`config.mk`:
```
export PLATFORM = sky130hd
export DESIGN_NAME = arm_core
export DESIGN_NICKNAME = d
export VERILOG_FILES = /design/src/hw/arm_pkg.sv /design/src/hw/arm_core.sv /design/src/hw/wb_stage.sv /design/src/hw/exe_stage.sv /design/src/hw/id_stage.sv /design/src/hw/register_file.sv /design/src/hw/control_unit.sv
export SDC_FILE = /design/constraint.sdc
export NUM_CORES = 2
export LEC_CHECK = 0
export ABC_AREA = 1
export BUFFER_PORTS_ARGS = -buffer_cell sky130_fd_sc_hd__buf_2
export CAP_MARGIN = 20
export CELL_PAD_IN_SITES_DETAIL_PLACEMENT = 1
export CELL_PAD_IN_SITES_GLOBAL_PLACEMENT = 2
export CORE_MARGIN = 3
export CORE_UTILIZATION = 39
export CTS_CLUSTER_SIZE = 20
export DETAILED_ROUTE_END_ITERATION = 10
export GPL_ROUTABILITY_DRIVEN = 0
export PLACE_DENSITY = 0.85
export SLEW_MARGIN = 20
export SYNTH_ARGS = -nofsm -noshare
export SYNTH_HDL_FRONTEND = slang
export SYNTH_SLANG_ARGS = --single-unit
```
`constraint.sdc`:
```
create_clock -name clk -period 17.28 [get_ports clk]
set_input_delay 2.592 -clock clk [delete_from_list [all_inputs] [get_ports clk]]
set_output_delay 2.592 -clock clk [all_outputs]
set_load 0.02 [all_outputs]
```
`src/hw/arm_pkg.sv`:
```
package arm_pkg;

	typedef logic [31:0] word_t;
	typedef logic [3:0] reg_idx_t;
	typedef logic [3:0] cond_t;
	// n, z, c, v from the top bit down.
	typedef logic [3:0] flags_t;

	typedef enum logic [1:0] {
		arith_mode  = 2'b00,
		memory_mode = 2'b01,
		branch_mode = 2'b10
	} mode_t;

	// arm data-processing opcodes.
	typedef enum logic [3:0] {
		op_and = 4'b0000,
		op_eor = 4'b0001,
		op_sub = 4'b0010,
		op_add = 4'b0100,
		op_adc = 4'b0101,
		op_sbc = 4'b0110,
		op_tst = 4'b1000,
		op_cmp = 4'b1010,
		op_orr = 4'b1100,
		op_mov = 4'b1101,
		op_mvn = 4'b1111
	} opcode_t;

	typedef enum logic [3:0] {
		exe_mov,
		exe_mvn,
		exe_add,
		exe_adc,
		exe_sub,
		exe_sbc,
		exe_and,
		exe_orr,
		exe_eor,
		exe_cmp,
		exe_tst,
		exe_ldr,
		exe_str
	} exe_cmd_t;

	typedef struct packed {
		word_t pc;
		word_t instr;
	} fetch_pkt_t;

	typedef struct packed {
		exe_cmd_t exe_cmd;
		logic mem_read;
		logic mem_write;
		logic wb_enable;
		logic branch_taken;
		logic status_write;
		logic immediate;
	} ctrl_t;

	typedef struct packed {
		logic valid;
		word_t pc;
		cond_t cond;
		ctrl_t ctrl;
		word_t rn_val;
		word_t rm_val;
		logic [11:0] shifter;
		logic [23:0] offset;
		reg_idx_t dest;
		reg_idx_t rn_idx;
		reg_idx_t rm_idx;
	} id_ex_t;

	typedef struct packed {
		logic valid;
		logic wb_enable;
		logic mem_read;
		reg_idx_t dest;
		word_t result;
	} ex_wb_t;

	typedef struct packed {
		logic read;
		logic write;
		word_t addr;
		word_t wdata;
	} mem_req_t;

endpackage
```
`src/hw/arm_core.sv`:
```
module arm_core import arm_pkg::*; #(
	parameter int num_regs = 16
) (
	input logic clk,
	input logic rst,
	input logic instr_valid,
	input fetch_pkt_t fetch,
	output mem_req_t mem_req,
	input word_t mem_rdata,
	output logic branch_taken,
	output word_t branch_target,
	output flags_t status,
	output logic wb_enable,
	output reg_idx_t wb_dest,
	output word_t wb_value
);

	reg_idx_t rn_idx;
	reg_idx_t rm_idx;
	word_t rn_val;
	word_t rm_val;
	logic squash;
	id_ex_t id_ex;
	ex_wb_t ex_wb;

	id_stage u_id_stage (
		.clk(clk),
		.rst(rst),
		.instr_valid(instr_valid),
		.fetch(fetch),
		.squash(squash),
		.rn_idx(rn_idx),
		.rm_idx(rm_idx),
		.rn_val(rn_val),
		.rm_val(rm_val),
		.id_ex(id_ex)
	);

	exe_stage u_exe_stage (
		.clk(clk),
		.rst(rst),
		.id_ex(id_ex),
		.ex_wb(ex_wb),
		.mem_req(mem_req),
		.branch_taken(branch_taken),
		.branch_target(branch_target),
		.squash(squash),
		.status(status)
	);

	wb_stage u_wb_stage (
		.clk(clk),
		.rst(rst),
		.ex_wb(ex_wb),
		.mem_rdata(mem_rdata),
		.wb_enable(wb_enable),
		.wb_dest(wb_dest),
		.wb_value(wb_value)
	);

	register_file #(
		.num_regs(num_regs)
	) u_register_file (
		.clk(clk),
		.rst(rst),
		.rn_idx(rn_idx),
		.rm_idx(rm_idx),
		.rn_val(rn_val),
		.rm_val(rm_val),
		.wr_en(wb_enable),
		.wr_idx(wb_dest),
		.wr_data(wb_value)
	);

endmodule

```
`src/hw/wb_stage.sv`:
```
module wb_stage import arm_pkg::*; (
	input logic clk,
	input logic rst,
	input ex_wb_t ex_wb,
	input word_t mem_rdata,
	output logic wb_enable,
	output reg_idx_t wb_dest,
	output word_t wb_value
);

	ex_wb_t wb_q;

	always_ff @(posedge clk) begin
		if (rst) begin
			wb_q.valid <= 1'b0;
		end else begin
			wb_q <= ex_wb;
		end
	end

	// load data arrives the cycle after the request.
	assign wb_enable = wb_q.valid && wb_q.wb_enable;
	assign wb_dest = wb_q.dest;
	assign wb_value = wb_q.mem_read ? mem_rdata : wb_q.result;

endmodule

```
`src/hw/exe_stage.sv`:
```
module exe_stage import arm_pkg::*; (
	input logic clk,
	input logic rst,
	input id_ex_t id_ex,
	output ex_wb_t ex_wb,
	output mem_req_t mem_req,
	output logic branch_taken,
	output word_t branch_target,
	output logic squash,
	output flags_t status
);

	logic fire;
	logic is_arith;
	logic carry_in;
	logic [63:0] imm_dbl;
	logic [32:0] sum;
	word_t op2;
	word_t b_in;
	word_t result;
	flags_t flags_next;

	function automatic logic cond_pass(cond_t c, flags_t f);
		logic n;
		logic z;
		logic cy;
		logic v;
		{n, z, cy, v} = f;
		case (c)
			4'h0: return z;
			4'h1: return !z;
			4'h2: return cy;
			4'h3: return !cy;
			4'h4: return n;
			4'h5: return !n;
			4'h6: return v;
			4'h7: return !v;
			4'h8: return cy && !z;
			4'h9: return !cy || z;
			4'ha: return n == v;
			4'hb: return n != v;
			4'hc: return !z && (n == v);
			4'hd: return z || (n != v);
			4'he: return 1'b1;
			default: return 1'b0;
		endcase
	endfunction

	assign fire = id_ex.valid && cond_pass(id_ex.cond, status);
	assign squash = fire && id_ex.ctrl.branch_taken;

	// ************************************************************************
	// operand and alu
	// ************************************************************************

	// 8-bit immediate rotated right by twice the rotate field.
	assign imm_dbl = {24'b0, id_ex.shifter[7:0], 24'b0, id_ex.shifter[7:0]}
		>> {id_ex.shifter[11:8], 1'b0};

	always_comb begin
		if (id_ex.ctrl.mem_read || id_ex.ctrl.mem_write) begin
			op2 = {20'b0, id_ex.shifter};
		end else if (id_ex.ctrl.immediate) begin
			op2 = imm_dbl[31:0];
		end else begin
			op2 = id_ex.rm_val;
		end
	end

	assign is_arith = id_ex.ctrl.exe_cmd inside {exe_add, exe_adc, exe_sub, exe_sbc, exe_cmp};

	always_comb begin
		case (id_ex.ctrl.exe_cmd)
			exe_adc, exe_sbc: carry_in = status[1];
			exe_sub, exe_cmp: carry_in = 1'b1;
			default: carry_in = 1'b0;
		endcase
	end

	assign b_in = (id_ex.ctrl.exe_cmd inside {exe_sub, exe_sbc, exe_cmp}) ? ~op2 : op2;
	assign sum = {1'b0, id_ex.rn_val} + {1'b0, b_in} + {32'b0, carry_in};

	always_comb begin
		case (id_ex.ctrl.exe_cmd)
			exe_mov: result = op2;
			exe_mvn: result = ~op2;
			exe_and, exe_tst: result = id_ex.rn_val & op2;
			exe_orr: result = id_ex.rn_val | op2;
			exe_eor: result = id_ex.rn_val ^ op2;
			default: result = sum[31:0];
		endcase
	end

	// logic ops keep c and v.
	assign flags_next[3] = result[31];
	assign flags_next[2] = (result == '0);
	assign flags_next[1] = is_arith ? sum[32] : status[1];
	assign flags_next[0] = is_arith
		? (id_ex.rn_val[31] == b_in[31]) && (sum[31] != id_ex.rn_val[31])
		: status[0];

	always_comb begin
		ex_wb.valid = fire;
		ex_wb.wb_enable = id_ex.ctrl.wb_enable;
		ex_wb.mem_read = id_ex.ctrl.mem_read;
		ex_wb.dest = id_ex.dest;
		ex_wb.result = result;
	end

	// ************************************************************************
	// registered outputs
	// ************************************************************************

	always_ff @(posedge clk) begin
		if (rst) begin
			status <= '0;
		end else if (fire && id_ex.ctrl.status_write) begin
			status <= flags_next;
		end
	end

	always_ff @(posedge clk) begin
		if (rst) begin
			mem_req.read <= 1'b0;
			mem_req.write <= 1'b0;
			branch_taken <= 1'b0;
		end else begin
			mem_req.read <= fire && id_ex.ctrl.mem_read;
			mem_req.write <= fire && id_ex.ctrl.mem_write;
			mem_req.addr <= result;
			mem_req.wdata <= id_ex.rm_val;
			branch_taken <= squash;
			// pc + 8 + offset in words.
			branch_target <= id_ex.pc + 32'd8 + {{6{id_ex.offset[23]}}, id_ex.offset, 2'b00};
		end
	end

endmodule

```
`src/hw/id_stage.sv`:
```
module id_stage import arm_pkg::*; (
	input logic clk,
	input logic rst,
	input logic instr_valid,
	input fetch_pkt_t fetch,
	input logic squash,
	output reg_idx_t rn_idx,
	output reg_idx_t rm_idx,
	input word_t rn_val,
	input word_t rm_val,
	output id_ex_t id_ex
);

	logic ir_valid;
	fetch_pkt_t ir;
	mode_t mode;
	opcode_t opcode;
	logic s_bit;
	logic imm_bit;
	reg_idx_t rd;
	ctrl_t ctrl;
	id_ex_t id_ex_next;

	// ************************************************************************
	// instruction register
	// ************************************************************************

	always_ff @(posedge clk) begin
		if (rst) begin
			ir_valid <= 1'b0;
		end else begin
			ir_valid <= instr_valid;
			ir <= fetch;
		end
	end

	assign mode = mode_t'(ir.instr[27:26]);
	assign imm_bit = ir.instr[25];
	assign opcode = opcode_t'(ir.instr[24:21]);
	assign s_bit = ir.instr[20];
	assign rd = ir.instr[15:12];

	control_unit u_control_unit (
		.mode(mode),
		.opcode(opcode),
		.s(s_bit),
		.immediate_in(imm_bit),
		.ctrl(ctrl)
	);

	// stores read their data from rd over the rm port.
	assign rn_idx = ir.instr[19:16];
	assign rm_idx = ctrl.mem_write ? rd : ir.instr[3:0];

	always_comb begin
		id_ex_next.valid = ir_valid && !squash;
		id_ex_next.pc = ir.pc;
		id_ex_next.cond = ir.instr[31:28];
		id_ex_next.ctrl = ctrl;
		id_ex_next.rn_val = rn_val;
		id_ex_next.rm_val = rm_val;
		id_ex_next.shifter = ir.instr[11:0];
		id_ex_next.offset = ir.instr[23:0];
		id_ex_next.dest = rd;
		id_ex_next.rn_idx = rn_idx;
		id_ex_next.rm_idx = rm_idx;
	end

	// ************************************************************************
	// decode to execute register
	// ************************************************************************

	always_ff @(posedge clk) begin
		if (rst) begin
			id_ex.valid <= 1'b0;
		end else begin
			id_ex <= id_ex_next;
		end
	end

endmodule

```
`src/hw/register_file.sv`:
```
module register_file import arm_pkg::*; #(
	parameter int num_regs = 16
) (
	input logic clk,
	input logic rst,
	input reg_idx_t rn_idx,
	input reg_idx_t rm_idx,
	output word_t rn_val,
	output word_t rm_val,
	input logic wr_en,
	input reg_idx_t wr_idx,
	input word_t wr_data
);

	word_t regs [num_regs];

	always_ff @(posedge clk) begin
		if (rst) begin
			for (int i = 0; i < num_regs; i++) begin
				regs[i] <= '0;
			end
		end else if (wr_en) begin
			regs[wr_idx] <= wr_data;
		end
	end

	// write-through on index match.
	assign rn_val = (wr_en && wr_idx == rn_idx) ? wr_data : regs[rn_idx];
	assign rm_val = (wr_en && wr_idx == rm_idx) ? wr_data : regs[rm_idx];

endmodule

```
`src/hw/control_unit.sv`:
```
module control_unit import arm_pkg::*; (
	input mode_t mode,
	input opcode_t opcode,
	input logic s,
	input logic immediate_in,
	output ctrl_t ctrl
);

	always_comb begin
		ctrl.exe_cmd = exe_mov;
		ctrl.mem_read = 1'b0;
		ctrl.mem_write = 1'b0;
		ctrl.wb_enable = 1'b0;
		ctrl.branch_taken = 1'b0;
		ctrl.status_write = 1'b0;
		ctrl.immediate = immediate_in;

		case (mode)
			arith_mode: begin
				ctrl.status_write = s;
				// everything but the compares writes rd.
				ctrl.wb_enable = 1'b1;
				case (opcode)
					op_mov: ctrl.exe_cmd = exe_mov;
					op_mvn: ctrl.exe_cmd = exe_mvn;
					op_add: ctrl.exe_cmd = exe_add;
					op_adc: ctrl.exe_cmd = exe_adc;
					op_sub: ctrl.exe_cmd = exe_sub;
					op_sbc: ctrl.exe_cmd = exe_sbc;
					op_and: ctrl.exe_cmd = exe_and;
					op_orr: ctrl.exe_cmd = exe_orr;
					op_eor: ctrl.exe_cmd = exe_eor;
					op_cmp: begin
						ctrl.exe_cmd = exe_cmp;
						ctrl.wb_enable = 1'b0;
					end
					op_tst: begin
						ctrl.exe_cmd = exe_tst;
						ctrl.wb_enable = 1'b0;
					end
					default: begin
						ctrl.wb_enable = 1'b0;
						ctrl.status_write = 1'b0;
					end
				endcase
			end

			memory_mode: begin
				// address is base plus offset.
				ctrl.exe_cmd = exe_add;
				if (s) begin
					ctrl.mem_read = 1'b1;
					ctrl.wb_enable = 1'b1;
				end else begin
					ctrl.mem_write = 1'b1;
				end
			end

			branch_mode: begin
				ctrl.branch_taken = 1'b1;
			end

			default: begin
				ctrl.exe_cmd = exe_mov;
			end
		endcase
	end

endmodule

```
* Word level (Yosys, flattened, before mapping)
Memory sizes are Yosys's and may differ from the RTL's. A register that Yosys moved wholly into a read port is not among the register bits.
Cells that the tools add are included.
** Cells by class
- Add/subtract/negate cells :: 4
- Equality and inequality tests :: 40
- Shift operators :: 1
- Multiplexer cells :: 24
- Bitwise logic cells :: 4
- Reduce and logical (&&, ||, !) cells :: 35
** Operator list (count)
- two-way mux 32 bit :: 5
- one-hot mux 32 bit (5 select lines) :: 1
- == test 4 bit, second input constant :: 15
- == test 4 x 3 -> 1 bit, second input constant :: 11
- one-hot mux 4 bit (10 select lines) :: 1
- >> shifter 40 x 5 -> 32 bit :: 1
- adder 32 x 32 -> 33 bit :: 1
- adder 33 x 1 -> 33 bit :: 1
- adder 32 bit :: 1
- adder 32 x 4 -> 32 bit, second input constant :: 1
- bitwise AND 32 bit :: 1
- zero test 32 bit :: 1
- NOT 32 bit :: 1
- OR 32 bit :: 1
- OR reduction 32 bit :: 1
- bitwise XOR 32 bit :: 1
- == test 4 x 2 -> 1 bit, second input constant :: 5
- one-hot mux 1 bit (15 select lines) :: 1
- == test 4 x 1 -> 1 bit, second input constant :: 3
- zero test 4 bit :: 3
- two-way mux 1 bit :: 11
- OR reduction 11 bit :: 1
- logical AND 1 bit :: 10
- OR reduction 9 bit :: 1
- other kinds (14) :: 29
** Word-level totals
- Flip-flop bits (word level) :: 262
- RAM bits :: 512
- Input port bits :: 99
- Output and inout port bits :: 140
- Word-level logic and storage cells :: 137
- Memories kept :: 1
** Memories
- u_register_file.regs :: depth 16, width 32, rd ports 2, clocked after memory_dff 2, write ports 16, line register_file.sv:15 : word_t regs [num_regs];

* Logic depth before layout (Yosys ltp)
- Word-level depth :: 9
- Mapped depth :: 29
- Mapped depth without buffers :: 29

* Cells and area by module
From an unflattened synthesis, not the netlist that was laid out.
** Unflattened totals
- Cells, all modules :: 5929
- Area, all modules :: 49054.5 um^2
** By module, submodules not included
- register_file :: instances 1, cells an instance 3760, area each 29059.1 um^2, seq. area each 15374.7 um^2
- exe_stage :: instances 1, cells an instance 1720, area each 11707.5 um^2, seq. area each 3022.9 um^2
- id_stage :: instances 1, cells an instance 250, area each 6383.6 um^2, seq. area each 6105.9 um^2
- wb_stage :: instances 1, cells an instance 152, area each 1701.6 um^2, seq. area each 1161.1 um^2
- control_unit :: instances 1, cells an instance 47, area each 202.7 um^2, seq. area each 0.0 um^2

* Worst setup path before layout
No wires, ideal clock.
- Path kind :: input to register
- Start point :: input rst
- End point :: memory u_register_file.regs[0][0] in the netlist's numbering, enable pin
- Setup time :: 0.881 ns
- Arrival :: 14.865 ns
- Data required time :: 16.399 ns
- Setup slack :: 1.534 ns
- Stages on the path :: 3
- Buffers on the path :: 1
- Cells stage by stage :: inv_1 > clkbuf_1 > nand2_1
** RTL lines
- from (decl) :: line arm_core.sv:5 : input logic rst,
- to (decl) :: line register_file.sv:15

* Final worst setup path
- Start point :: input mem_rdata[16]
- End point :: output wb_value[16]
** On the way
- Word-level cells in the longest chain between the ends :: 1
** Ends and longest elaborated chain
- from (decl) :: line arm_core.sv:9 : input word_t mem_rdata,
- two-way mux 32 bit :: line wb_stage.sv:24 : assign wb_value = wb_q.mem_read ? mem_rdata : wb_q.result;
- to (decl) :: line arm_core.sv:15 : output word_t wb_value
No other way between the ends.

==> results.cfg <==
[status]
status = finished, final reports clean

[worst_setup_path]
cp_num_cells = 7
cp_slowest_cell = buf_4
critical_path_class = in2out
critPathLaunchType = input port
path_cells = buf_2 -> inv_1 -> nand2_1 -> o21ai_1 -> buf_4 -> inv_1 -> buf_2
critPathBufInv = 5
cp-endpoint = wb_value[16]
crit_arrival_ns = 3.71
slowest_delay_ns = 0.32
r2r_end = u_id_stage.id_ex[76]
cp.required_ns = 14.69
rr_worst_depth = 11
r2r-start = u_id_stage.id_ex_next[32]
critPathTopFamily = buffers and inverters
r2r_slack_ns = 11.65
cp-end-kind = output pin
startpoint = mem_rdata[16]
crit_fanout = 17

[pwr]
power_leakage_nw = 20.8
seq_power_share_pct = 42.7
swShare_pct = 33.7
ir_drop_uv = 74.0
powerDensity_mw_per_mm2 = 113
switchingPower_w = 0.00194
p_clk_share_pct = 34.6
pwr-share-comb_pct = 22.8
p_int_w = 0.00381

[sta]
relSlewSlack_pct = 21.9
drv_slew = 0
clock_skew_ns = 0.0301
worst_pin_slew_ns = 1.17
setup_slack_ns = 10.98
fin_crit_sh_pct = 36.5
tns_ns = 0
hold_viol = 0
fmaxAchievable_mhz = 159
rsz0062_at_grt = false
finalSetupViolCount = 0
finalCriticalPeriod_ns = 6.30

[yosys]
synth_common_cells = 1248 x nor2_1, 812 x edfxtp_1, 631 x nand2_1, 586 x o21ai_0, 356 x inv_1
synth_cell_type_count = 47
synth_edf_count = 812
ys_warn_count = 0
netlist_top_cells_area = edfxtp_1 54%, nor2_1 10%, o21ai_0 6.4%
seq_area_frac_synth_pct = 54.0
synth_area_mm2 = 0.0455
ys_async_sr_fraction_pct = 0
yosysTopAreaCell = edfxtp_1
syn_nets = 5344
ys.flop_type = edfxtp_1
synth_top_area_share_pct = 53.6
synth.most_common_cell = nor2_1
postSynthCellCount = 5090
syn_avg_cell_area_um2 = 8.94
ys_ff_latch = 822

[detailed_routing]
ant_nets = 0
viasPerCell = 6.00
first_iter_violations = 4488
dr.pass1.iters = 6
avgRoutedWirePerCell_um = 27.8
drt_wl_total_mm = 187
vias = 40370
drc = 0

[clock_network]
cts-buffers-inserted = 93
clock_latency_ns = 0.69
cts_root_buf = clkbuf_16
postCtsHoldBufs = 0
cts-resized-gates = 0
cts.clk_slew.worst_paths_ns = 0.06
cts_tree = done
htreeDepth = 3
cts_sinks = 822
cts_setup_buffers = 0
cts_buffer_depth = 3

[die]
die_y_um = 348
num_rows = 124
die_x_um = 348
dieArea_mm2 = 0.121
core_mm2 = 0.115
initial_utilization_pct = 39.5
io_pins = 239

[grt]
grt_pass1_vias = 40475
gr-total-overflow = 0
grt_max_degree = 188
grt_pass1_wl_mm = 272
antenna_found_initial = 8
grt.total_usage_pct = 30.3

[place]
hpwl_mm = 122
portBuffers = 238
place_ws_ns = 11.03

[worst_hold_path]
hp-class = reg2reg

[final_layout]
register_area_mm2 = 0.0246
multi_input_area_mm2 = 0.0180
synthToLayoutAreaGrowth_pct = 11.7
drive_gt1_share_pct = 10.3
fill_cells = 13332
num-nets-final = 5389

[run]
cap_violations = 0
-- worst min-delay path by stage --
stage	start	endpoint	slack [ns]	cells after the start
after global routing	u_id_stage.id_ex_next[124]	u_id_stage.id_ex[124]	0.42	0
final	u_id_stage.id_ex_next[156]	u_id_stage.id_ex[156]	0.42	0
after CTS	u_id_stage.id_ex_next[144]	u_id_stage.id_ex[144]	0.41	0
after detailed placement	u_id_stage.id_ex_next[127]	u_id_stage.id_ex[127]	0.41	0
after floorplan	u_id_stage.id_ex[126]	u_exe_stage.branch_target[0]	0.40	0
after global placement	u_id_stage.id_ex_next[130]	u_id_stage.id_ex[130]	0.40	0
-- kinds of logic (layout without fill, tap and decap cells) --
| group | after synthesis | in the layout | synth area share [%] |
|---|---|---|---|
| other cells | 0 | 2 | 0 |
| buf+inv | 754 | 874 | 6.73 |
| simple gates | 2140 | 2140 | 18.5 |
| compound gates | 1148 | 1148 | 15.0 |
| flops | 822 | 822 | 54.0 |
| xor+xnor | 71 | 71 | 1.37 |
| fa+ha+maj | 155 | 155 | 4.31 |
-- layer usage --
layer  vias up  wire, um  track usage (%)
met5         -        54                0
met4         8      8660             13.2
met3       470     16500             5.95
met2      1899     87800             49.7
met1     20288     74100             39.0
li1      17705         -                -
-- cell type report --
class	count	share of cell area, %
Timing Repair Buffer	330	3.85
Multi-Input combinational cell	3514	35.4
Clock inverter	59	1.13
Inverter	374	2.81
Tap cell	1512	3.72
Clock buffer	111	4.71
Antenna cell	2	0.00984
Sequential cell	822	48.3
-- registers in the layout (all words and copies together) (netlist names) --
signal,count
u_exe_stage.branch_taken,1
u_exe_stage.branch_target,32
u_exe_stage.mem_req,66
u_exe_stage.status,4
u_id_stage.id_ex,135
u_id_stage.id_ex_next,56
u_id_stage.imm_bit,1
u_id_stage.ir,3
u_id_stage.ir_valid,1
u_id_stage.rn_idx,4
u_register_file.regs,512
u_wb_stage.wb_dest,4
u_wb_stage.wb_q,3
-- power by group through the flow --
stage | Sequential [W] | Clock, W | Combinational [W]
finish | 0.00245 | 0.00199 | 0.00131
global route | 0.00246 | 0.00209 | 0.00142
CTS | 0.00245 | 0.00201 | 0.00129
detailed placement | 0.00249 | 0 | 0.00128
global placement | 0.00249 | 0 | 0.00126
floorplan | 0.00248 | 0 | 0.000784
-- cell usage in the layout, fill, tap and decap left out, drive strengths merged, types with 4 or more instances in the layout --
cell type | synthesis | layout
a21oi | 117 | 117
a31oi | 66 | 66
buf | 100 | 330
bufinv | 0 | 8
clkbuf | 280 | 111
clkinv | 4 | 50
dfxtp | 10 | 10
edfxtp | 812 | 812
ha | 152 | 152
inv | 370 | 373
nand2 | 634 | 634
nand3 | 204 | 204
nand4 | 19 | 19
nor2 | 1251 | 1251
nor3 | 17 | 17
nor3b | 5 | 5
o211ai | 48 | 48
o21a | 5 | 5
o21ai | 641 | 641
o221ai | 198 | 198
o22ai | 57 | 57
o31ai | 4 | 4
xnor2 | 15 | 15
xor2 | 56 | 56
-- worst reg2reg max path, cell delays in order, from the launching register on --
cell and delay, ns:
edfxtp_1 0.42, inv_1 0.18, nand3_4 0.23, nand2_1 0.20, nand2_4 0.43, buf_4 0.57, inv_6 0.82, buf_4 0.98
o21ai_0 0.24, o221ai_1 0.28, nand3_1 0.21, a31oi_1 0.75
-- per-stage QoR --
stage               util [%]  total power (W)  std cells  cell area (um2)  hold slack, ns
floorplan                  -          0.00326       5090            45500           0.400
global placement        41.6          0.00374       6550            47800           0.401
detailed placement      41.6          0.00377       6551            47900           0.406
CTS                     44.2          0.00575       6721            50800           0.413
global route            44.2          0.00597       6724            50900           0.423
finish                  44.2          0.00575       6724            50900           0.418
(Power assumes the default switching activity.)
